$ cat src/bus_pkg.sv
// Bus package with the address, data and byte-enable widths and types of the demo bus
package bus_pkg;

  // Word-wide bus with one enable per byte lane
  localparam int BusAddrWidth = 32;
  localparam int BusDataWidth = 32;
  localparam int BusBeWidth   = BusDataWidth / 8;

  // Byte address as issued by the host
  typedef logic [BusAddrWidth-1:0] bus_addr_t;

  // Read and write data word
  typedef logic [BusDataWidth-1:0] bus_data_t;

  // One bit per byte lane, bit 0 covers data[7:0]
  typedef logic [BusBeWidth-1:0]   bus_be_t;

endpackage

$ cat src/mem_map_pkg.sv
// Memory map package with the device list, address windows, register offsets and I/O widths
package mem_map_pkg;

  // Decoder selection, DevNone marks an unmapped access
  typedef enum logic [1:0] {
    DevRam   = 2'd0,
    DevGpio  = 2'd1,
    DevTimer = 2'd2,
    DevNone  = 2'd3
  } bus_device_e;

  // Address windows, each base aligned to its size
  localparam bus_pkg::bus_addr_t RamStart   = 32'h0010_0000;
  localparam bus_pkg::bus_addr_t RamSize    = 32'h0000_1000;  // 4 KiB
  localparam bus_pkg::bus_addr_t RamMask    = ~(RamSize - 1);

  localparam bus_pkg::bus_addr_t GpioStart  = 32'h8000_0000;
  localparam bus_pkg::bus_addr_t GpioSize   = 32'h0000_1000;  // 4 KiB
  localparam bus_pkg::bus_addr_t GpioMask   = ~(GpioSize - 1);

  localparam bus_pkg::bus_addr_t TimerStart = 32'h8000_2000;
  localparam bus_pkg::bus_addr_t TimerSize  = 32'h0000_1000;  // 4 KiB
  localparam bus_pkg::bus_addr_t TimerMask  = ~(TimerSize - 1);

  // RAM depth in words
  localparam int RamWords = 1024;

  // GPIO pin counts
  localparam int GpiWidth = 8;
  localparam int GpoWidth = 16;

  // GPIO register offsets within the window
  localparam bus_pkg::bus_addr_t GpioOutOffset = 32'h0;
  localparam bus_pkg::bus_addr_t GpioInOffset  = 32'h4;

  // Timer register offsets, 64-bit registers split in two words
  localparam bus_pkg::bus_addr_t TimerMtimeLoOffset = 32'h0;
  localparam bus_pkg::bus_addr_t TimerMtimeHiOffset = 32'h4;
  localparam bus_pkg::bus_addr_t TimerCmpLoOffset   = 32'h8;
  localparam bus_pkg::bus_addr_t TimerCmpHiOffset   = 32'hC;

endpackage

$ cat src/gpio_regs.sv
// GPIO block with a byte-writable output register and a synchronized input register
`timescale 1ns/1ps

module gpio_regs (
  input  logic                             clk_sys_i,
  input  logic                             rst_sys_ni,

  input  logic                             req_i,
  input  logic                             we_i,
  input  bus_pkg::bus_be_t                 be_i,
  input  bus_pkg::bus_addr_t               addr_i,
  input  bus_pkg::bus_data_t               wdata_i,
  output bus_pkg::bus_data_t               rdata_o,

  input  logic [mem_map_pkg::GpiWidth-1:0] gp_i,
  output logic [mem_map_pkg::GpoWidth-1:0] gp_o
);
  import bus_pkg::*;
  import mem_map_pkg::*;

  bus_addr_t           reg_off;
  logic [GpiWidth-1:0] gpi_meta;  // First synchronizer stage
  logic [GpiWidth-1:0] gpi_sync;

  assign reg_off = addr_i & ~GpioMask;

  // Output register, updated on the edge that ends the grant cycle
  always_ff @(posedge clk_sys_i or negedge rst_sys_ni) begin
    if (!rst_sys_ni) begin
      gp_o <= '0;
    end else if (req_i && we_i && (reg_off == GpioOutOffset)) begin
      for (int i = 0; i < GpoWidth / 8; i++) begin
        if (be_i[i]) begin
          gp_o[8*i +: 8] <= wdata_i[8*i +: 8];
        end
      end
    end
  end

  // gp_i comes from pins, two flops before use
  always_ff @(posedge clk_sys_i or negedge rst_sys_ni) begin
    if (!rst_sys_ni) begin
      gpi_meta <= '0;
      gpi_sync <= '0;
    end else begin
      gpi_meta <= gp_i;
      gpi_sync <= gpi_meta;
    end
  end

  always_ff @(posedge clk_sys_i) begin
    if (req_i && !we_i) begin
      case (reg_off)
        GpioOutOffset: rdata_o <= bus_data_t'(gp_o);
        GpioInOffset:  rdata_o <= bus_data_t'(gpi_sync);  // Zero-extended
        default:       rdata_o <= '0;
      endcase
    end
  end

endmodule

$ cat config.mk
export PLATFORM = sky130hd
export DESIGN_NAME = gpio_regs
export DESIGN_NICKNAME = d
export VERILOG_FILES = /design/src/bus_pkg.sv /design/src/mem_map_pkg.sv /design/src/gpio_regs.sv
export SDC_FILE = /design/constraint.sdc
export NUM_CORES = 1
export LEC_CHECK = 0
export BUFFER_PORTS_ARGS = -buffer_cell sky130_fd_sc_hd__buf_2
export CORE_ASPECT_RATIO = 0.5
export CORE_MARGIN = 5
export CORE_UTILIZATION = 25
export CTS_CLUSTER_SIZE = 40
export DETAILED_ROUTE_END_ITERATION = 7
export HOLD_SLACK_MARGIN = 0.03
export MAX_ROUTING_LAYER = met4
export PLACE_DENSITY = 0.66
export SYNTH_ARGS = -nofsm -noshare
export SYNTH_HDL_FRONTEND = slang
export SYNTH_SLANG_ARGS = --single-unit
$ cat constraint.sdc
create_clock -name clk_sys_i -period 0.9 [get_ports clk_sys_i]
set_clock_uncertainty 0.1 [all_clocks]
set_input_delay 0.09 -clock clk_sys_i [delete_from_list [all_inputs] [get_ports clk_sys_i]]
set_output_delay 0.09 -clock clk_sys_i [all_outputs]
set_load 0.05 [all_outputs]
==> flow_metrics.env <==
export IMPL_antennaDiodeCount=0
export IMPL_yosys_area_top_type_share=0.430
export IMPL_placed_cells=296
export IMPL_power_density_nw_per_um2=1550
export IMPL_synth_top_cells_by_count="32 x dfrtp_1, 17 x buf_4, 16 x edfxtp_1"
export IMPL_p_clk_frac=0.382
export IMPL_place_congestion=0.773
export IMPL_cp_max_fo=8
export IMPL_crit_chain="buf_6 -> or4_4 -> nor4_4 -> buf_6 -> mux2_4"
export IMPL_die_x_um=132
export IMPL_setup_ws_ps=-608
export IMPL_wl_per_cell_um=14.3
export IMPL_p_switching_mw=1.16
export IMPL_setup_viol=64
export IMPL_leakage_nw=1.45
export IMPL_die_h_um=71
export IMPL_path_depth=5
export IMPL_start_util=0.255
export IMPL_hold_class="in -> reg"
export IMPL_postCtsHoldBufs=9
export IMPL_vias_per_cell=3.86
export IMPL_max_stage_delay_ps=580
export IMPL_synth_mux_area_frac=0.140
export IMPL_p_int_mw=3.56
export IMPL_synth_flop_cell="dfrtp_1"
export IMPL_grt_util_met1=0.101
export IMPL_min_period_ps=1510
export IMPL_crit_slowest_cell="or4_4"
export IMPL_cts_made_buffers=5
export IMPL_post_synth_xor_area_fraction=0
export IMPL_fin_util=0.419
export IMPL_synthAdderAreaFrac=0
export IMPL_area_delta_synth_final_pct=64.1
export IMPL_grt_pass1_vias=1455
export IMPL_clock_path_buffers=2
export IMPL_yosysWarnings=0
export IMPL_coreArea_um2=7290
export IMPL_r2r_end="rdata_o[7]"
export IMPL_clk_latency_ps=280
export IMPL_total_power_mw=4.73
export IMPL_grt_max_degree=33
export IMPL_critPathLaunchType="input pin"
export IMPL_outcome="finished, violations left"
export IMPL_violations="negative hold slack, negative setup slack"
export IMPL_grt_antenna_before_repair=0
export IMPL_switching_share=0.246
export IMPL_rr_startpoint="gp_o[7]"
export IMPL_cpMostUsedCell="buf_6"
export IMPL_finalCritPeriodShare=1.68
export IMPL_synth_edf_count=16
export IMPL_seq_power_share=0.495
export IMPL_fin_cells=325
export IMPL_p_comb_frac=0.122
export IMPL_vias=1255
export IMPL_dr_first_iter_drc_count=54
export IMPL_netlist_instances=119
export IMPL_met2_usage=0.202
export IMPL_dieArea_um2=9370
export IMPL_wl_um=4660
export IMPL_syn_area_per_cell_um2=15.6
export IMPL_dpl_hpwl_um=3210
export IMPL_timing_fmax_mhz=663
export IMPL_htree_levels=2
export IMPL_rsz0062_at_grt="yes"
export IMPL_endpoint_kind="flip-flop"
export IMPL_antenna_left=0
export IMPL_worst_hold_slack_ps=-61.8
export IMPL_cp_endpoint="gp_o[4]"
export IMPL_cts_tree="built"
export IMPL_layout_drive_gt1_share=0.550
export IMPL_worstSetupPathType="in -> reg"
export IMPL_critPathLaunch="addr_i[6]"
export IMPL_synth_compound_gate_area_share=0
export IMPL_synth_area_leader_cell="dfrtp_1"
export IMPL_grt_overflow=0
export IMPL_synthSimpleGateAreaFrac=0.0962
export IMPL_critPathBufInv=2
export IMPL_cts_sinks=48
export IMPL_synth_most_common_cell="dfrtp_1"
export IMPL_reg2reg_depth=3
export IMPL_synth_seq_cells=48
export IMPL_ff2ff_setup_slack_ps=-230
export IMPL_post_synth_num_cell_types=17
export IMPL_clockRootBuffer="clkbuf_16"
export IMPL_fp_row_count=22
export IMPL_drv_slew=0
export IMPL_dr_pass1_iters=4
export IMPL_io_buffers=73
export IMPL_clk_pin_slew_worst_paths_ps=70
export IMPL_cp_required_ps=960
export IMPL_seq_area_frac_synth=0.689
export IMPL_grt_pass1_wl_um=7370
export IMPL_drc_errors=0
export IMPL_vdd_drop_max_uv=733
export IMPL_ios=128
export IMPL_cap_violations=0
export IMPL_grt_busiest_layer="met2"
export IMPL_synth_top_family_by_area="multiplexers"
export IMPL_async_flop_share=0.667
export IMPL_path_delay_family="simple AND/OR/NAND/NOR gates"
export IMPL_nets=308
export IMPL_track_usage=0.102
export IMPL_yosys_top_cells_area="dfrtp_1 43%, edfxtp_1 26%, mux2_2 9.1%"
export IMPL_hold_viol=16
export IMPL_worstPathArrival_ps=1570
export IMPL_synth_area_um2=1860
export IMPL_use_met3=0.0170
registers in the layout, indices dropped and copies added (netlist names):
name / cells
gpi_meta: 8
gp_o: 16
rdata_o: 16
gpi_sync: 8
area by class of cell:
cell class                 instances  area, µm²
clock inverter                     2       16.3
fill                             630       4240
timing repair buffer             106        928
tap                               96        120
multi-input combinational         67        578
sequential                        48       1280
clock buffer                       6        129
layer usage:
metal	part of all wire	up-vias
met3	0.020	5
met4	0.013	0
met1	0.38	631
met5	0	-
li1	-	596
met2	0.59	23
through the flow:
| step | cell area (µm²) | worst slack, ps | hold WS [ps] | setup TNS, ps |
|---|---|---|---|---|
| 6_report | 3050 | -608 | -61.8 | -20500 |
| 5_1_grt | 3050 | -641 | -69.0 | -22720 |
| 4_1_cts | 3020 | -601 | -76.5 | -20330 |
| 3_5_place_dp | 2410 | -929 | -41.5 | -28020 |
| 3_3_place_gp | 2410 | -889 | -45.3 | -27470 |
| 2_1_floorplan | 1960 | -827 | -306 | -23040 |
worst min-delay path by stage:
| stage | startpoint | endpoint | slack, ps | cells after the start |
|---|---|---|---|---|
| 2_1_floorplan | rst_sys_ni | gp_o[0] | -310 | 0 |
| 3_3_place_gp | rst_sys_ni | gpi_meta[3] | -50 | 2 |
| 3_5_place_dp | rst_sys_ni | gpi_sync[3] | -40 | 2 |
| 4_1_cts | wdata_i[8] | gp_o[8] | -80 | 2 |
| 5_1_grt | wdata_i[7] | gp_o[7] | -70 | 2 |
| 6_report | wdata_i[12] | gp_o[12] | -60 | 2 |
worst reg2reg max path, cell delays in order, from the launching register on:
cell and delay, ps:
dfrtp_1 400, buf_4 140, mux2i_1 150, nor2_1 80
repair_timing:
item,CTS,global route
setup buffers,10,2
pin swaps,2,4
endpoints found under the setup margin,64,64
gates resized for setup,89,3
endpoints found under the hold margin,56,16
cells by family after synthesis:
logic type | Yosys count
muxes | 24
DFF | 48
and+or+nand+nor | 27
other | 1
buffers and inverters | 19
power by group through the flow:
stage | combinational (mW) | sequential, mW | clock [mW]
final | 0.579 | 2.34 | 1.81
after global routing | 0.615 | 2.35 | 1.95
after CTS | 0.574 | 2.34 | 1.84
after detailed placement | 0.500 | 2.38 | 0
after global placement | 0.498 | 2.38 | 0
after floorplan | 0.262 | 2.47 | 0
cell usage in the layout (no fill, tap or decap), types with 5 or more instances in the layout:
master	Yosys	layout
edfxtp_1	16	16
buf_6	0	38
clkbuf_16	0	5
mux2i_1	8	8
mux2_4	0	16
and2_1	8	8
conb_1	1	16
buf_2	1	37
dfrtp_1	32	32
dlygate4sd3_1	0	9
buf_4	17	16
nor2_1	8	8
No activity file was read; power rests on OpenSTA's default activity.
