--- src/bus_pkg.sv ---
// Bus package with the address, data and byte-enable widths and types of the demo bus
package bus_pkg;

  // Word-wide bus with one enable per byte lane
  localparam int BusAddrWidth = 32;
  localparam int BusDataWidth = 32;
  localparam int BusBeWidth   = BusDataWidth / 8;

  // Byte address as issued by the host
  typedef logic [BusAddrWidth-1:0] bus_addr_t;

  // Read and write data word
  typedef logic [BusDataWidth-1:0] bus_data_t;

  // One bit per byte lane, bit 0 covers data[7:0]
  typedef logic [BusBeWidth-1:0]   bus_be_t;

endpackage

--- src/mem_map_pkg.sv ---
// Memory map package with the device list, address windows, register offsets and I/O widths
package mem_map_pkg;

  // Decoder selection, DevNone marks an unmapped access
  typedef enum logic [1:0] {
    DevRam   = 2'd0,
    DevGpio  = 2'd1,
    DevTimer = 2'd2,
    DevNone  = 2'd3
  } bus_device_e;

  // Address windows, each base aligned to its size
  localparam bus_pkg::bus_addr_t RamStart   = 32'h0010_0000;
  localparam bus_pkg::bus_addr_t RamSize    = 32'h0000_1000;  // 4 KiB
  localparam bus_pkg::bus_addr_t RamMask    = ~(RamSize - 1);

  localparam bus_pkg::bus_addr_t GpioStart  = 32'h8000_0000;
  localparam bus_pkg::bus_addr_t GpioSize   = 32'h0000_1000;  // 4 KiB
  localparam bus_pkg::bus_addr_t GpioMask   = ~(GpioSize - 1);

  localparam bus_pkg::bus_addr_t TimerStart = 32'h8000_2000;
  localparam bus_pkg::bus_addr_t TimerSize  = 32'h0000_1000;  // 4 KiB
  localparam bus_pkg::bus_addr_t TimerMask  = ~(TimerSize - 1);

  // RAM depth in words
  localparam int RamWords = 1024;

  // GPIO pin counts
  localparam int GpiWidth = 8;
  localparam int GpoWidth = 16;

  // GPIO register offsets within the window
  localparam bus_pkg::bus_addr_t GpioOutOffset = 32'h0;
  localparam bus_pkg::bus_addr_t GpioInOffset  = 32'h4;

  // Timer register offsets, 64-bit registers split in two words
  localparam bus_pkg::bus_addr_t TimerMtimeLoOffset = 32'h0;
  localparam bus_pkg::bus_addr_t TimerMtimeHiOffset = 32'h4;
  localparam bus_pkg::bus_addr_t TimerCmpLoOffset   = 32'h8;
  localparam bus_pkg::bus_addr_t TimerCmpHiOffset   = 32'hC;

endpackage

--- src/bus_decoder.sv ---
// Bus decoder that selects a device by base and mask and returns its registered response
`timescale 1ns/1ps

module bus_decoder (
  input  logic               clk_sys_i,
  input  logic               rst_sys_ni,

  // Host side
  input  logic               host_req_i,
  input  bus_pkg::bus_addr_t host_addr_i,
  input  logic               host_we_i,
  input  bus_pkg::bus_be_t   host_be_i,
  input  bus_pkg::bus_data_t host_wdata_i,
  output logic               host_gnt_o,
  output logic               host_rvalid_o,
  output bus_pkg::bus_data_t host_rdata_o,
  output logic               host_err_o,

  // Device side
  output logic               ram_req_o,
  output logic               gpio_req_o,
  output logic               timer_req_o,
  output bus_pkg::bus_addr_t dev_addr_o,
  output logic               dev_we_o,
  output bus_pkg::bus_be_t   dev_be_o,
  output bus_pkg::bus_data_t dev_wdata_o,
  input  bus_pkg::bus_data_t ram_rdata_i,
  input  bus_pkg::bus_data_t gpio_rdata_i,
  input  bus_pkg::bus_data_t timer_rdata_i
);
  import bus_pkg::*;
  import mem_map_pkg::*;

  bus_device_e dev_sel;    // Device hit by the current request
  bus_device_e dev_sel_q;  // Device that owes the next response
  logic        rvalid_q;
  logic        read_q;     // Response carries read data
  bus_data_t   dev_rdata;

  // Windows do not overlap, so the order of the checks is free
  always_comb begin
    if ((host_addr_i & RamMask) == RamStart) begin
      dev_sel = DevRam;
    end else if ((host_addr_i & GpioMask) == GpioStart) begin
      dev_sel = DevGpio;
    end else if ((host_addr_i & TimerMask) == TimerStart) begin
      dev_sel = DevTimer;
    end else begin
      dev_sel = DevNone;
    end
  end

  assign host_gnt_o = host_req_i;  // Single host, never stalls

  assign ram_req_o   = host_req_i & (dev_sel == DevRam);
  assign gpio_req_o  = host_req_i & (dev_sel == DevGpio);
  assign timer_req_o = host_req_i & (dev_sel == DevTimer);

  // Request fields are shared by all devices
  assign dev_addr_o  = host_addr_i;
  assign dev_we_o    = host_we_i;
  assign dev_be_o    = host_be_i;
  assign dev_wdata_o = host_wdata_i;

  // Every device answers one cycle after its strobe
  always_ff @(posedge clk_sys_i or negedge rst_sys_ni) begin
    if (!rst_sys_ni) begin
      rvalid_q  <= 1'b0;
      read_q    <= 1'b0;
      dev_sel_q <= DevNone;
    end else begin
      rvalid_q <= host_req_i;
      if (host_req_i) begin
        read_q    <= ~host_we_i;
        dev_sel_q <= dev_sel;
      end
    end
  end

  always_comb begin
    case (dev_sel_q)
      DevRam:   dev_rdata = ram_rdata_i;
      DevGpio:  dev_rdata = gpio_rdata_i;
      DevTimer: dev_rdata = timer_rdata_i;
      default:  dev_rdata = '0;  // Unmapped reads return zero
    endcase
  end

  assign host_rvalid_o = rvalid_q;
  assign host_rdata_o  = (rvalid_q && read_q) ? dev_rdata : '0;  // Writes answer with zero
  assign host_err_o    = rvalid_q & (dev_sel_q == DevNone);

endmodule

--- config.mk ---
export PLATFORM = sky130hd
export DESIGN_NAME = bus_decoder
export DESIGN_NICKNAME = d
export VERILOG_FILES = /design/src/bus_pkg.sv /design/src/mem_map_pkg.sv /design/src/bus_decoder.sv
export SDC_FILE = /design/constraint.sdc
export NUM_CORES = 1
export LEC_CHECK = 0
export ABC_CLOCK_PERIOD_IN_PS = 3600
export BUFFER_PORTS_ARGS = -buffer_cell sky130_fd_sc_hd__buf_4
export CORE_AREA = 2 2 107 109
export DETAILED_ROUTE_END_ITERATION = 8
export DIE_AREA = 0 0 109 111
export MAX_ROUTING_LAYER = met4
export PLACE_DENSITY = 0.63
export SYNTH_ARGS = -nofsm -noshare
export SYNTH_HDL_FRONTEND = slang
export SYNTH_SLANG_ARGS = --single-unit
--- constraint.sdc ---
create_clock -name clk_sys_i -period 3.6 [get_ports clk_sys_i]
set_input_delay 0 -clock clk_sys_i [delete_from_list [all_inputs] [get_ports clk_sys_i]]
set_output_delay 0 -clock clk_sys_i [all_outputs]
set_load 0.01 [all_outputs]
==> flow_summary_export.csv <==
group,metric,value,unit
power,p_int,0.0003005,W
global_route,grt_use_total,0.1028,
layout,layout-drive-gt1-share,0.6305,
detailed_routing,first_iter_violations,66,
run_status,status,"finished clean",
sta,rsz0062_at_grt,"no",
synthesis,yosysMostFrequentCell,"buf_4",
sta,timing.slew.headroom,0.3879,
placed_design,port_buffers,178,
worst_hold_path,worstHoldPathType,"primary input to primary output",
synthesis,synth_top_area_frac,0.2972,
cts,cts_buffer_depth,2,
placed_design,dp_hpwl,5270,um
power,ir_drop,0.1305,mV
global_route,grt_pass1_vias,2019,
sta,drv_slew,0,
synthesis,yosys-top-cells-area,"buf_4 (30%), mux2i_1 (17%), a21oi_2 (9.5%)",
synthesis,synth.largest_area_cell,"buf_4",
power,clockPowerShare,0.451,
power,power_frac_seq,0.127,
setup_path,cp.arrival,2.20,ns
sta,period_share,0.6119,
global_route,overflow,0,
cts,ctsResizeCount,0,
sta,period_needed,2.203,ns
sta,setup_viol,0,
layout,nets,511,
detailed_routing,drt-wirelength-per-cell,13.44,um
synthesis,syn_nets,407,
synthesis,async_reset_ff_frac,1.000,
synthesis,ys.flop_type,"dfstp_2",
synthesis,synth-edff-count,0,
cts,path_clk_slew,0.03,ns
sta,worst_slew_pin_slew,0.9171,ns
power,power_frac_comb,0.422,
synthesis,syn_area_per_cell,7.717,um2
floorplan,rows,39,
floorplan,dieArea,12100,um2
setup_path,startpoint,"dev_sel_q[0]$_DFFE_PN1P_",
cts,cts_tree,"yes",
setup_path,timing.rr.start,"dev_sel_q[0]$_DFFE_PN1P_",
floorplan,die_x,109,um
layout,antennaDiodeCount,0,
synthesis,synth_common_cells,"buf_4 (73), nand2_1 (33), mux2i_1 (32)",
setup_path,cp-start-kind,"register",
layout,utilization,0.2542,
floorplan,die_y,111,um
global_route,antenna_found_initial,0,
cts,cts_root_buffer,"clkbuf_16",
detailed_routing,via_per_inst,4.014,
detailed_routing,drc,0,
cts,insertion_delay,0.22,ns
cts,htree_levels,1,
setup_path,cp.required,3.60,ns
synthesis,ys_seq_elements,4,
detailed_routing,num_vias,1943,
worst_hold_path,min_from,"host_addr_i[2]",
power,switching_share,0.2089,
global_route,grt_max_degree,37,
sta,hold_viol_final,0,
global_route,grt_pass1_wl,9563,um
cts,cts_setup_buffers,0,
power,p_per_area,135.0,nW/um2
floorplan,pin_count,275,
sta,skew,0,ns
sta,fmax,0.4540,GHz
power,p_sw,0.00007938,W
sta,fin_tns_setup,0,ns
cts,cts_sinks,4,
floorplan,start_util,0.1665,
placed_design,gp_congestion,0.7502,
setup_path,end_kind,"primary output",
layout,syn2layout_area_growth,52.65,%
detailed_routing,ant_nets,0,
synthesis,synth_cell_types,29,
synthesis,yosys_warnings,0,
setup_path,critPathKind,"register to primary output",
synthesis,synth-seq-area-share,0.05563,
setup_path,cp_max_fo,19,
synthesis,syn_inst,239,
detailed_routing,wirelength,6507,um
run,cap_violations,0,
floorplan,coreArea,11080,um2
synthesis,syn_area,1844,um2
cts,numCtsBuffers,3,
detailed_routing,dr.pass1.iters,4,
power,cellLeakagePower,1.392,nW
## cell usage in the layout (no fill, tap or decap)
cell type,synthesis,final
nor4_1,3,3
nor4_2,2,2
or2_2,2,2
nor2_1,2,2
o32a_1,2,2
a21oi_2,20,20
and3_1,1,1
mux2_1,1,1
or2_1,2,2
nor4_4,1,1
inv_1,1,1
dfstp_2,2,2
nand2_1,33,33
dfrtp_1,2,2
a21oi_1,13,13
a21o_1,1,1
nand3_2,1,2
clkbuf_16,0,3
nor4b_4,1,1
buf_4,73,180
nand2b_1,2,2
dlygate4sd3_1,0,3
nand2_2,1,1
nor2b_2,1,1
mux2i_1,32,32
or2_0,28,28
## registers in the layout, indices dropped and copies added (netlist names)
| name | cells |
|---|---|
| dev_sel_q | 2 |
| host_rvalid_o | 1 |
| read_q | 1 |
## cell type report
cell class                 instances  area (um2)
multi-input combinational        150        1074
fill                            1216        8262
sequential                         4       102.6
tap                              143       178.9
inverter                           1       3.754
clock buffer                       3       75.07
timing repair buffer             183        1381
## kinds of logic after synthesis
group / Yosys count / synth area share
compound gates: 36 / 0.1452
simple gates: 81 / 0.2544
buf+inv: 85 / 0.3650
flops: 4 / 0.05563
mux: 33 / 0.1798
## metrics by stage
step	instances	hold WS (ns)	power, W	area, um2	setup WS [ns]
after CTS	484	0.00006862	0.0003874	2815	1.342
final	484	0.000003462	0.0003799	2815	1.397
after floorplan	239	-0.2956	0.0001463	1844	2.340
after detailed placement	478	-0.1993	0.0002082	2710	1.583
after global placement	478	-0.2011	0.0002066	2710	1.599
after global routing	484	0.00001507	0.0004024	2815	1.161
## critical path: stages (launching register included)
cell	delay [ns]
dfstp_2	0.89
buf_4	0.43
mux2i_1	0.25
or2_0	0.16
a21oi_2	0.06
buf_4	0.18
## path summary, 6_finish.rpt
check	to	slack, ns	cells past startpoint
hold / removal	dev_addr_o[2]	0.000003	0
setup reg to reg	dev_sel_q[0]$_DFFE_PN1P_	1.98	2
max in group asynchronous	dev_sel_q[1]$_DFFE_PN1P_	3.29	2
hold reg to reg	read_q$_DFFE_PN0P_	0.55	2
setup / recovery	host_rdata_o[17]	1.40	5
min in group asynchronous	read_q$_DFFE_PN0P_	0.11	2
## metal layers
| layer | track usage | vias to the layer above | wire length (um) |
|---|---|---|---|
| li1 | - | 933 | - |
| met1 | 0.1031 | 860 | 2362 |
| met2 | 0.1983 | 132 | 3410 |
| met3 | 0.01764 | 18 | 592 |
| met4 | 0.02906 | 0 | 141 |
| met5 | - | - | 0 |
## what timing repair did
| action | CTS | global route |
|---|---|---|
| endpoints found under the setup margin | 0 | 0 |
| hold endpoints to repair | 6 | 0 |
| hold buffers | 3 | 0 |
## power by group through the flow
stage           logic, W  registers (W)  clock network (W)
6_report        0.000160      0.0000484           0.000171
5_1_grt         0.000173      0.0000486           0.000181
4_1_cts         0.000163      0.0000484           0.000176
3_5_place_dp    0.000159      0.0000489                  0
3_3_place_gp    0.000158      0.0000489                  0
2_1_floorplan  0.0000979      0.0000484                  0
Note: power is estimated with default switching activity, not from simulation.
