## config.mk

```make
export PLATFORM = sky130hd
export DESIGN_NAME = timer_regs
export DESIGN_NICKNAME = d
export VERILOG_FILES = /design/src/bus_pkg.sv /design/src/mem_map_pkg.sv /design/src/timer_regs.sv
export SDC_FILE = /design/constraint.sdc
export NUM_CORES = 1
export LEC_CHECK = 0
export BUFFER_PORTS_ARGS = -buffer_cell sky130_fd_sc_hd__buf_2
export CELL_PAD_IN_SITES_DETAIL_PLACEMENT = 2
export CELL_PAD_IN_SITES_GLOBAL_PLACEMENT = 2
export CORE_MARGIN = 3
export CORE_UTILIZATION = 37
export CTS_CLUSTER_DIAMETER = 100
export DETAILED_ROUTE_END_ITERATION = 8
export GPL_TIMING_DRIVEN = 1
export PLACE_DENSITY_LB_ADDON = 0.1
export SYNTH_ARGS = -nofsm -noshare
export SYNTH_HDL_FRONTEND = slang
export SYNTH_SLANG_ARGS = --single-unit
export TNS_END_PERCENT = 1
```

## constraint.sdc

```tcl
create_clock -name clk_sys_i -period 3.7 [get_ports clk_sys_i]
set_clock_uncertainty 0.15 [all_clocks]
set_input_delay 0.74 -clock clk_sys_i [delete_from_list [all_inputs] [get_ports clk_sys_i]]
set_output_delay 0.74 -clock clk_sys_i [all_outputs]
set_load 0.03 [all_outputs]
```

## src/bus_pkg.sv

```systemverilog
// Bus package with the address, data and byte-enable widths and types of the demo bus
package bus_pkg;

  // Word-wide bus with one enable per byte lane
  localparam int BusAddrWidth = 32;
  localparam int BusDataWidth = 32;
  localparam int BusBeWidth   = BusDataWidth / 8;

  // Byte address as issued by the host
  typedef logic [BusAddrWidth-1:0] bus_addr_t;

  // Read and write data word
  typedef logic [BusDataWidth-1:0] bus_data_t;

  // One bit per byte lane, bit 0 covers data[7:0]
  typedef logic [BusBeWidth-1:0]   bus_be_t;

endpackage

```

## src/mem_map_pkg.sv

```systemverilog
// Memory map package with the device list, address windows, register offsets and I/O widths
package mem_map_pkg;

  // Decoder selection, DevNone marks an unmapped access
  typedef enum logic [1:0] {
    DevRam   = 2'd0,
    DevGpio  = 2'd1,
    DevTimer = 2'd2,
    DevNone  = 2'd3
  } bus_device_e;

  // Address windows, each base aligned to its size
  localparam bus_pkg::bus_addr_t RamStart   = 32'h0010_0000;
  localparam bus_pkg::bus_addr_t RamSize    = 32'h0000_1000;  // 4 KiB
  localparam bus_pkg::bus_addr_t RamMask    = ~(RamSize - 1);

  localparam bus_pkg::bus_addr_t GpioStart  = 32'h8000_0000;
  localparam bus_pkg::bus_addr_t GpioSize   = 32'h0000_1000;  // 4 KiB
  localparam bus_pkg::bus_addr_t GpioMask   = ~(GpioSize - 1);

  localparam bus_pkg::bus_addr_t TimerStart = 32'h8000_2000;
  localparam bus_pkg::bus_addr_t TimerSize  = 32'h0000_1000;  // 4 KiB
  localparam bus_pkg::bus_addr_t TimerMask  = ~(TimerSize - 1);

  // RAM depth in words
  localparam int RamWords = 1024;

  // GPIO pin counts
  localparam int GpiWidth = 8;
  localparam int GpoWidth = 16;

  // GPIO register offsets within the window
  localparam bus_pkg::bus_addr_t GpioOutOffset = 32'h0;
  localparam bus_pkg::bus_addr_t GpioInOffset  = 32'h4;

  // Timer register offsets, 64-bit registers split in two words
  localparam bus_pkg::bus_addr_t TimerMtimeLoOffset = 32'h0;
  localparam bus_pkg::bus_addr_t TimerMtimeHiOffset = 32'h4;
  localparam bus_pkg::bus_addr_t TimerCmpLoOffset   = 32'h8;
  localparam bus_pkg::bus_addr_t TimerCmpHiOffset   = 32'hC;

endpackage

```

## src/timer_regs.sv

```systemverilog
// Machine timer with free-running mtime, mtimecmp compare register and level interrupt
`timescale 1ns/1ps

module timer_regs (
  input  logic               clk_sys_i,
  input  logic               rst_sys_ni,

  input  logic               req_i,
  input  logic               we_i,
  input  bus_pkg::bus_be_t   be_i,
  input  bus_pkg::bus_addr_t addr_i,
  input  bus_pkg::bus_data_t wdata_i,
  output bus_pkg::bus_data_t rdata_o,

  output logic               timer_irq_o
);
  import bus_pkg::*;
  import mem_map_pkg::*;

  logic [63:0] mtime;
  logic [63:0] mtimecmp;
  bus_addr_t   reg_off;
  logic        wr_en;

  // Replace the enabled byte lanes of one half
  function automatic bus_data_t merge_word(bus_data_t cur, bus_data_t wdata, bus_be_t be);
    bus_data_t res;
    res = cur;
    for (int i = 0; i < BusBeWidth; i++) begin
      if (be[i]) begin
        res[8*i +: 8] = wdata[8*i +: 8];
      end
    end
    return res;
  endfunction

  assign reg_off = addr_i & ~TimerMask;
  assign wr_en   = req_i & we_i;

  // mtime counts every cycle unless software writes it
  always_ff @(posedge clk_sys_i or negedge rst_sys_ni) begin
    if (!rst_sys_ni) begin
      mtime <= '0;
    end else if (wr_en && (reg_off == TimerMtimeLoOffset)) begin
      mtime <= {mtime[63:32], merge_word(mtime[31:0], wdata_i, be_i)};
    end else if (wr_en && (reg_off == TimerMtimeHiOffset)) begin
      mtime <= {merge_word(mtime[63:32], wdata_i, be_i), mtime[31:0]};
    end else begin
      mtime <= mtime + 64'd1;
    end
  end

  // Starts at all ones so the interrupt stays quiet until armed
  always_ff @(posedge clk_sys_i or negedge rst_sys_ni) begin
    if (!rst_sys_ni) begin
      mtimecmp <= '1;
    end else if (wr_en && (reg_off == TimerCmpLoOffset)) begin
      mtimecmp <= {mtimecmp[63:32], merge_word(mtimecmp[31:0], wdata_i, be_i)};
    end else if (wr_en && (reg_off == TimerCmpHiOffset)) begin
      mtimecmp <= {merge_word(mtimecmp[63:32], wdata_i, be_i), mtimecmp[31:0]};
    end
  end

  always_ff @(posedge clk_sys_i) begin
    if (req_i && !we_i) begin
      case (reg_off)
        TimerMtimeLoOffset: rdata_o <= mtime[31:0];
        TimerMtimeHiOffset: rdata_o <= mtime[63:32];
        TimerCmpLoOffset:   rdata_o <= mtimecmp[31:0];
        TimerCmpHiOffset:   rdata_o <= mtimecmp[63:32];
        default:            rdata_o <= '0;
      endcase
    end
  end

  // Level interrupt, held until mtimecmp moves past mtime
  assign timer_irq_o = (mtime >= mtimecmp);

endmodule

```

==> results.ini <==
[status]
status=finished, violations left
violations=negative setup slack

[finish]
nets=1334
multiInputGateArea_um2=5132
final_cells=1541
drive_gt1_share_pct=25.29
area_growth_pct=21.24
stdcell_area_um2=11660
num-fill-cells=2768
seqCellArea_um2=4244

[critical_path]
rr_endpoint=mtime[55]$_DFFE_PN0P_
crit_family=compound AO/OA/AOI/OAI gates
r2r_cells=6
required_ns=2.81
ff2ff_setup_slack_ns=0.28
cpMostUsedCell=buf_4
cp_slowest_cell=dfstp_2
critical_path.endpoint_type=primary output
startpoint_type=register
arrival_ns=2.89
cp_cell_sequence=inv_1 -> ha_1 -> nand4_1 -> buf_4 -> a21oi_1 -> a211oi_1 -> buf_4 -> a31oi_1 -> a211o_1 -> buf_6
timing.rr.start=mtime[12]$_DFFE_PN0P_
max_stage_delay_ns=0.52
path_buf_inv=4
crit_type=reg2out
critPathMaxFanout=3

[clocking]
ctsLongestPathBuffers=2
tritoncts=yes
clk_pin_slew_ns=0.08
cts-buffers-inserted=17
cts_sinks=160
htreeDepth=4
cts-root-buf=clkbuf_16
clkLatencyLatePin_ns=0.45

[pwr]
leakage_nw=5.346
p_per_area_nw_per_um2=353.9
p_total_mw=4.127
ir_drop_mv=0.2441

[logic_synthesis]
ys_warn_count=0
seq_area_frac_synth_pct=44.11
ys_top_cells_by_area=dfstp_2 (17%), dfrtp_1 (17%), edfxtp_1 (10%), ha_1 (8.5%), o21ai_0 (5.3%)
synth_cell_type_count=67
synthCells=1066
synthesis.nets=1203
synthArstFlopShare_pct=80.00
ys.flop_type=dfstp_2
synth_edf_count=32
synth_area_um2=9620
synth_top_area_share_pct=17.48
ys_ff_latch=160
yosysTopAreaCell=dfstp_2
synth.avg_cell_area_um2=9.025

[floorplan]
initial_utilization_pct=37.88
core_um2=25400
io_pins=105
row_count=58
die_area_um2=27970
die_h_um=167.3
die_x_um=167.3

[placement]
gp_congestion=0.8478
place_inst=1502
port-buffer-count=84
post-place-ws_ns=0.2471
hpwl_um=28550
post_dp_cell_area_um2=10830

[worst_hold_path]
holdCritPathClass=in2async

[timing]
finalCriticalPeriod_ns=3.782
slew_headroom_pct=48.77
clock.fmax_mhz=264.4
worstMarginPinSlew_ns=0.7684
setup_viol=1
fin_ws_ns=-0.08197
hold_viol=0
final.period_utilization_pct=102.2
slew_viol_final=0

[grt]
grt_pass1_vias=10280
track_usage_pct=28.73
grt_pass1_wl_um=62380
antenna_found_initial=1
grt_max_degree=61
grt.overflow.total=0

[route]
drc=0
viasPerCell=6.128
antenna_left=0
num_vias=9444
drtIter0Drc=715
drt-total-wl_um=40000
firstDrtPassIters=5
detail_route.wl_per_cell_um=25.96

[flow_run]
maxCapViolCount=0

layout make-up:
| cell class | instances | share of cell area, % |
|---|---|---|
| inverters | 71 | 2.285 |
| diodes | 1 | 0.02145 |
| well taps | 330 | 3.540 |
| clock inverters | 14 | 1.244 |
| flip-flops and latches | 160 | 36.39 |
| multi-input cells | 785 | 44.00 |
| clock buffers | 18 | 3.679 |
| repair buffers | 162 | 8.839 |
cells in the final DEF (no fill, tap or decap), drive strengths merged, types with 6 or more instances in the layout:
cell type / synthesis / final
buf: 5 / 162
nand2: 136 / 136
o21ai: 102 / 102
inv: 71 / 80
nor2: 69 / 69
ha: 65 / 65
dfrtp: 64 / 64
dfstp: 64 / 64
a21oi: 49 / 49
nor3: 42 / 42
nand3: 40 / 40
a22oi: 38 / 38
edfxtp: 32 / 32
nand4: 29 / 29
and3: 28 / 28
a211oi: 25 / 25
clkbuf: 45 / 18
nor4: 18 / 18
a21o: 16 / 16
a222oi: 12 / 12
a311oi: 10 / 10
o211ai: 7 / 7
and4: 6 / 6
nor2b: 6 / 6
cell usage after synthesis, types with 6 or more instances:
cell type  count
and4_1         6
o21ai_0      102
nand2_1      135
o211ai_1       7
nand4_1       29
a222oi_1      12
a21o_1        16
nor2_1        69
nor3_1        42
a22oi_1       38
nand3_1       40
and3_1        28
inv_1         71
clkbuf_1      44
dfstp_2       64
ha_1          65
edfxtp_1      32
a211oi_1      25
dfrtp_1       64
nor4_1        15
a311oi_1      10
nor2b_1        6
a21oi_1       49
worst register-to-register path: stages (launching register included):
cell	delay [ns]
dfrtp_1	0.49
nand4_1	0.24
or4_1	0.75
or4_1	0.83
nor4_1	0.56
a31oi_1	0.16
o21a_1	0.12
worst max-delay path by stage:
stage	start	to	slack [ns]	cells past startpoint
2_1_floorplan	addr_i[9]	mtime[0]$_DFFE_PN0P_	0.66	8
3_3_place_gp	mtimecmp[19]$_DFFE_PN1P_	timer_irq_o	0.29	9
3_5_place_dp	mtimecmp[19]$_DFFE_PN1P_	timer_irq_o	0.25	9
4_1_cts	mtimecmp[29]$_DFFE_PN1P_	timer_irq_o	0.0003	9
5_1_grt	mtimecmp[54]$_DFFE_PN1P_	timer_irq_o	-0.10	10
6_report	mtimecmp[54]$_DFFE_PN1P_	timer_irq_o	-0.08	10
sequential cells by signal (all words and copies together), names as in the netlist:
| signal | cells |
|---|---|
| mtimecmp | 64 |
| mtime | 64 |
| rdata_o | 32 |
report_power, final:
group | switching [mW] | internal, mW
sequential | 0.102 | 1.86
clock | 0.881 | 0.956
combinational | 0.209 | 0.119
timing repair:
item	4_1_cts	5_1_grt
resized for setup	25	8
hold buffers	0	0
endpoints found under the setup margin	1	1
buffers inserted	5	1
pin swaps	13	9
layer usage:
metal	vias to the layer above	track usage, %	part of all wire (%)
met5	-	0	0
met4	0	8.289	2.1
met3	55	4.698	5.0
met2	269	47.85	48
met1	4885	38.88	45
li1	4235	-	-
cell families (layout without fill, tap and decap cells):
group	count (synthesis)	after routing	share of synthesized area [%]
simple gates	404	404	20.73
buf+inv	121	265	4.877
compound gates	308	308	20.99
flops	160	160	44.11
xor+xnor	3	3	0.2732
mux	5	5	0.5592
other cells	0	1	0
fa+ha+maj	65	65	8.454
metrics by stage:
step           utilization [%]  hold slack (ns)   TNS, ns
6_report                 45.92           0.1532  -0.08197
5_1_grt                  45.91           0.2001   -0.1042
4_1_cts                  45.68           0.1801         0
3_5_place_dp             42.62           0.3584         0
3_3_place_gp             42.62           0.3572         0
2_1_floorplan                -           0.2944         0
(Power assumes the default switching activity.)
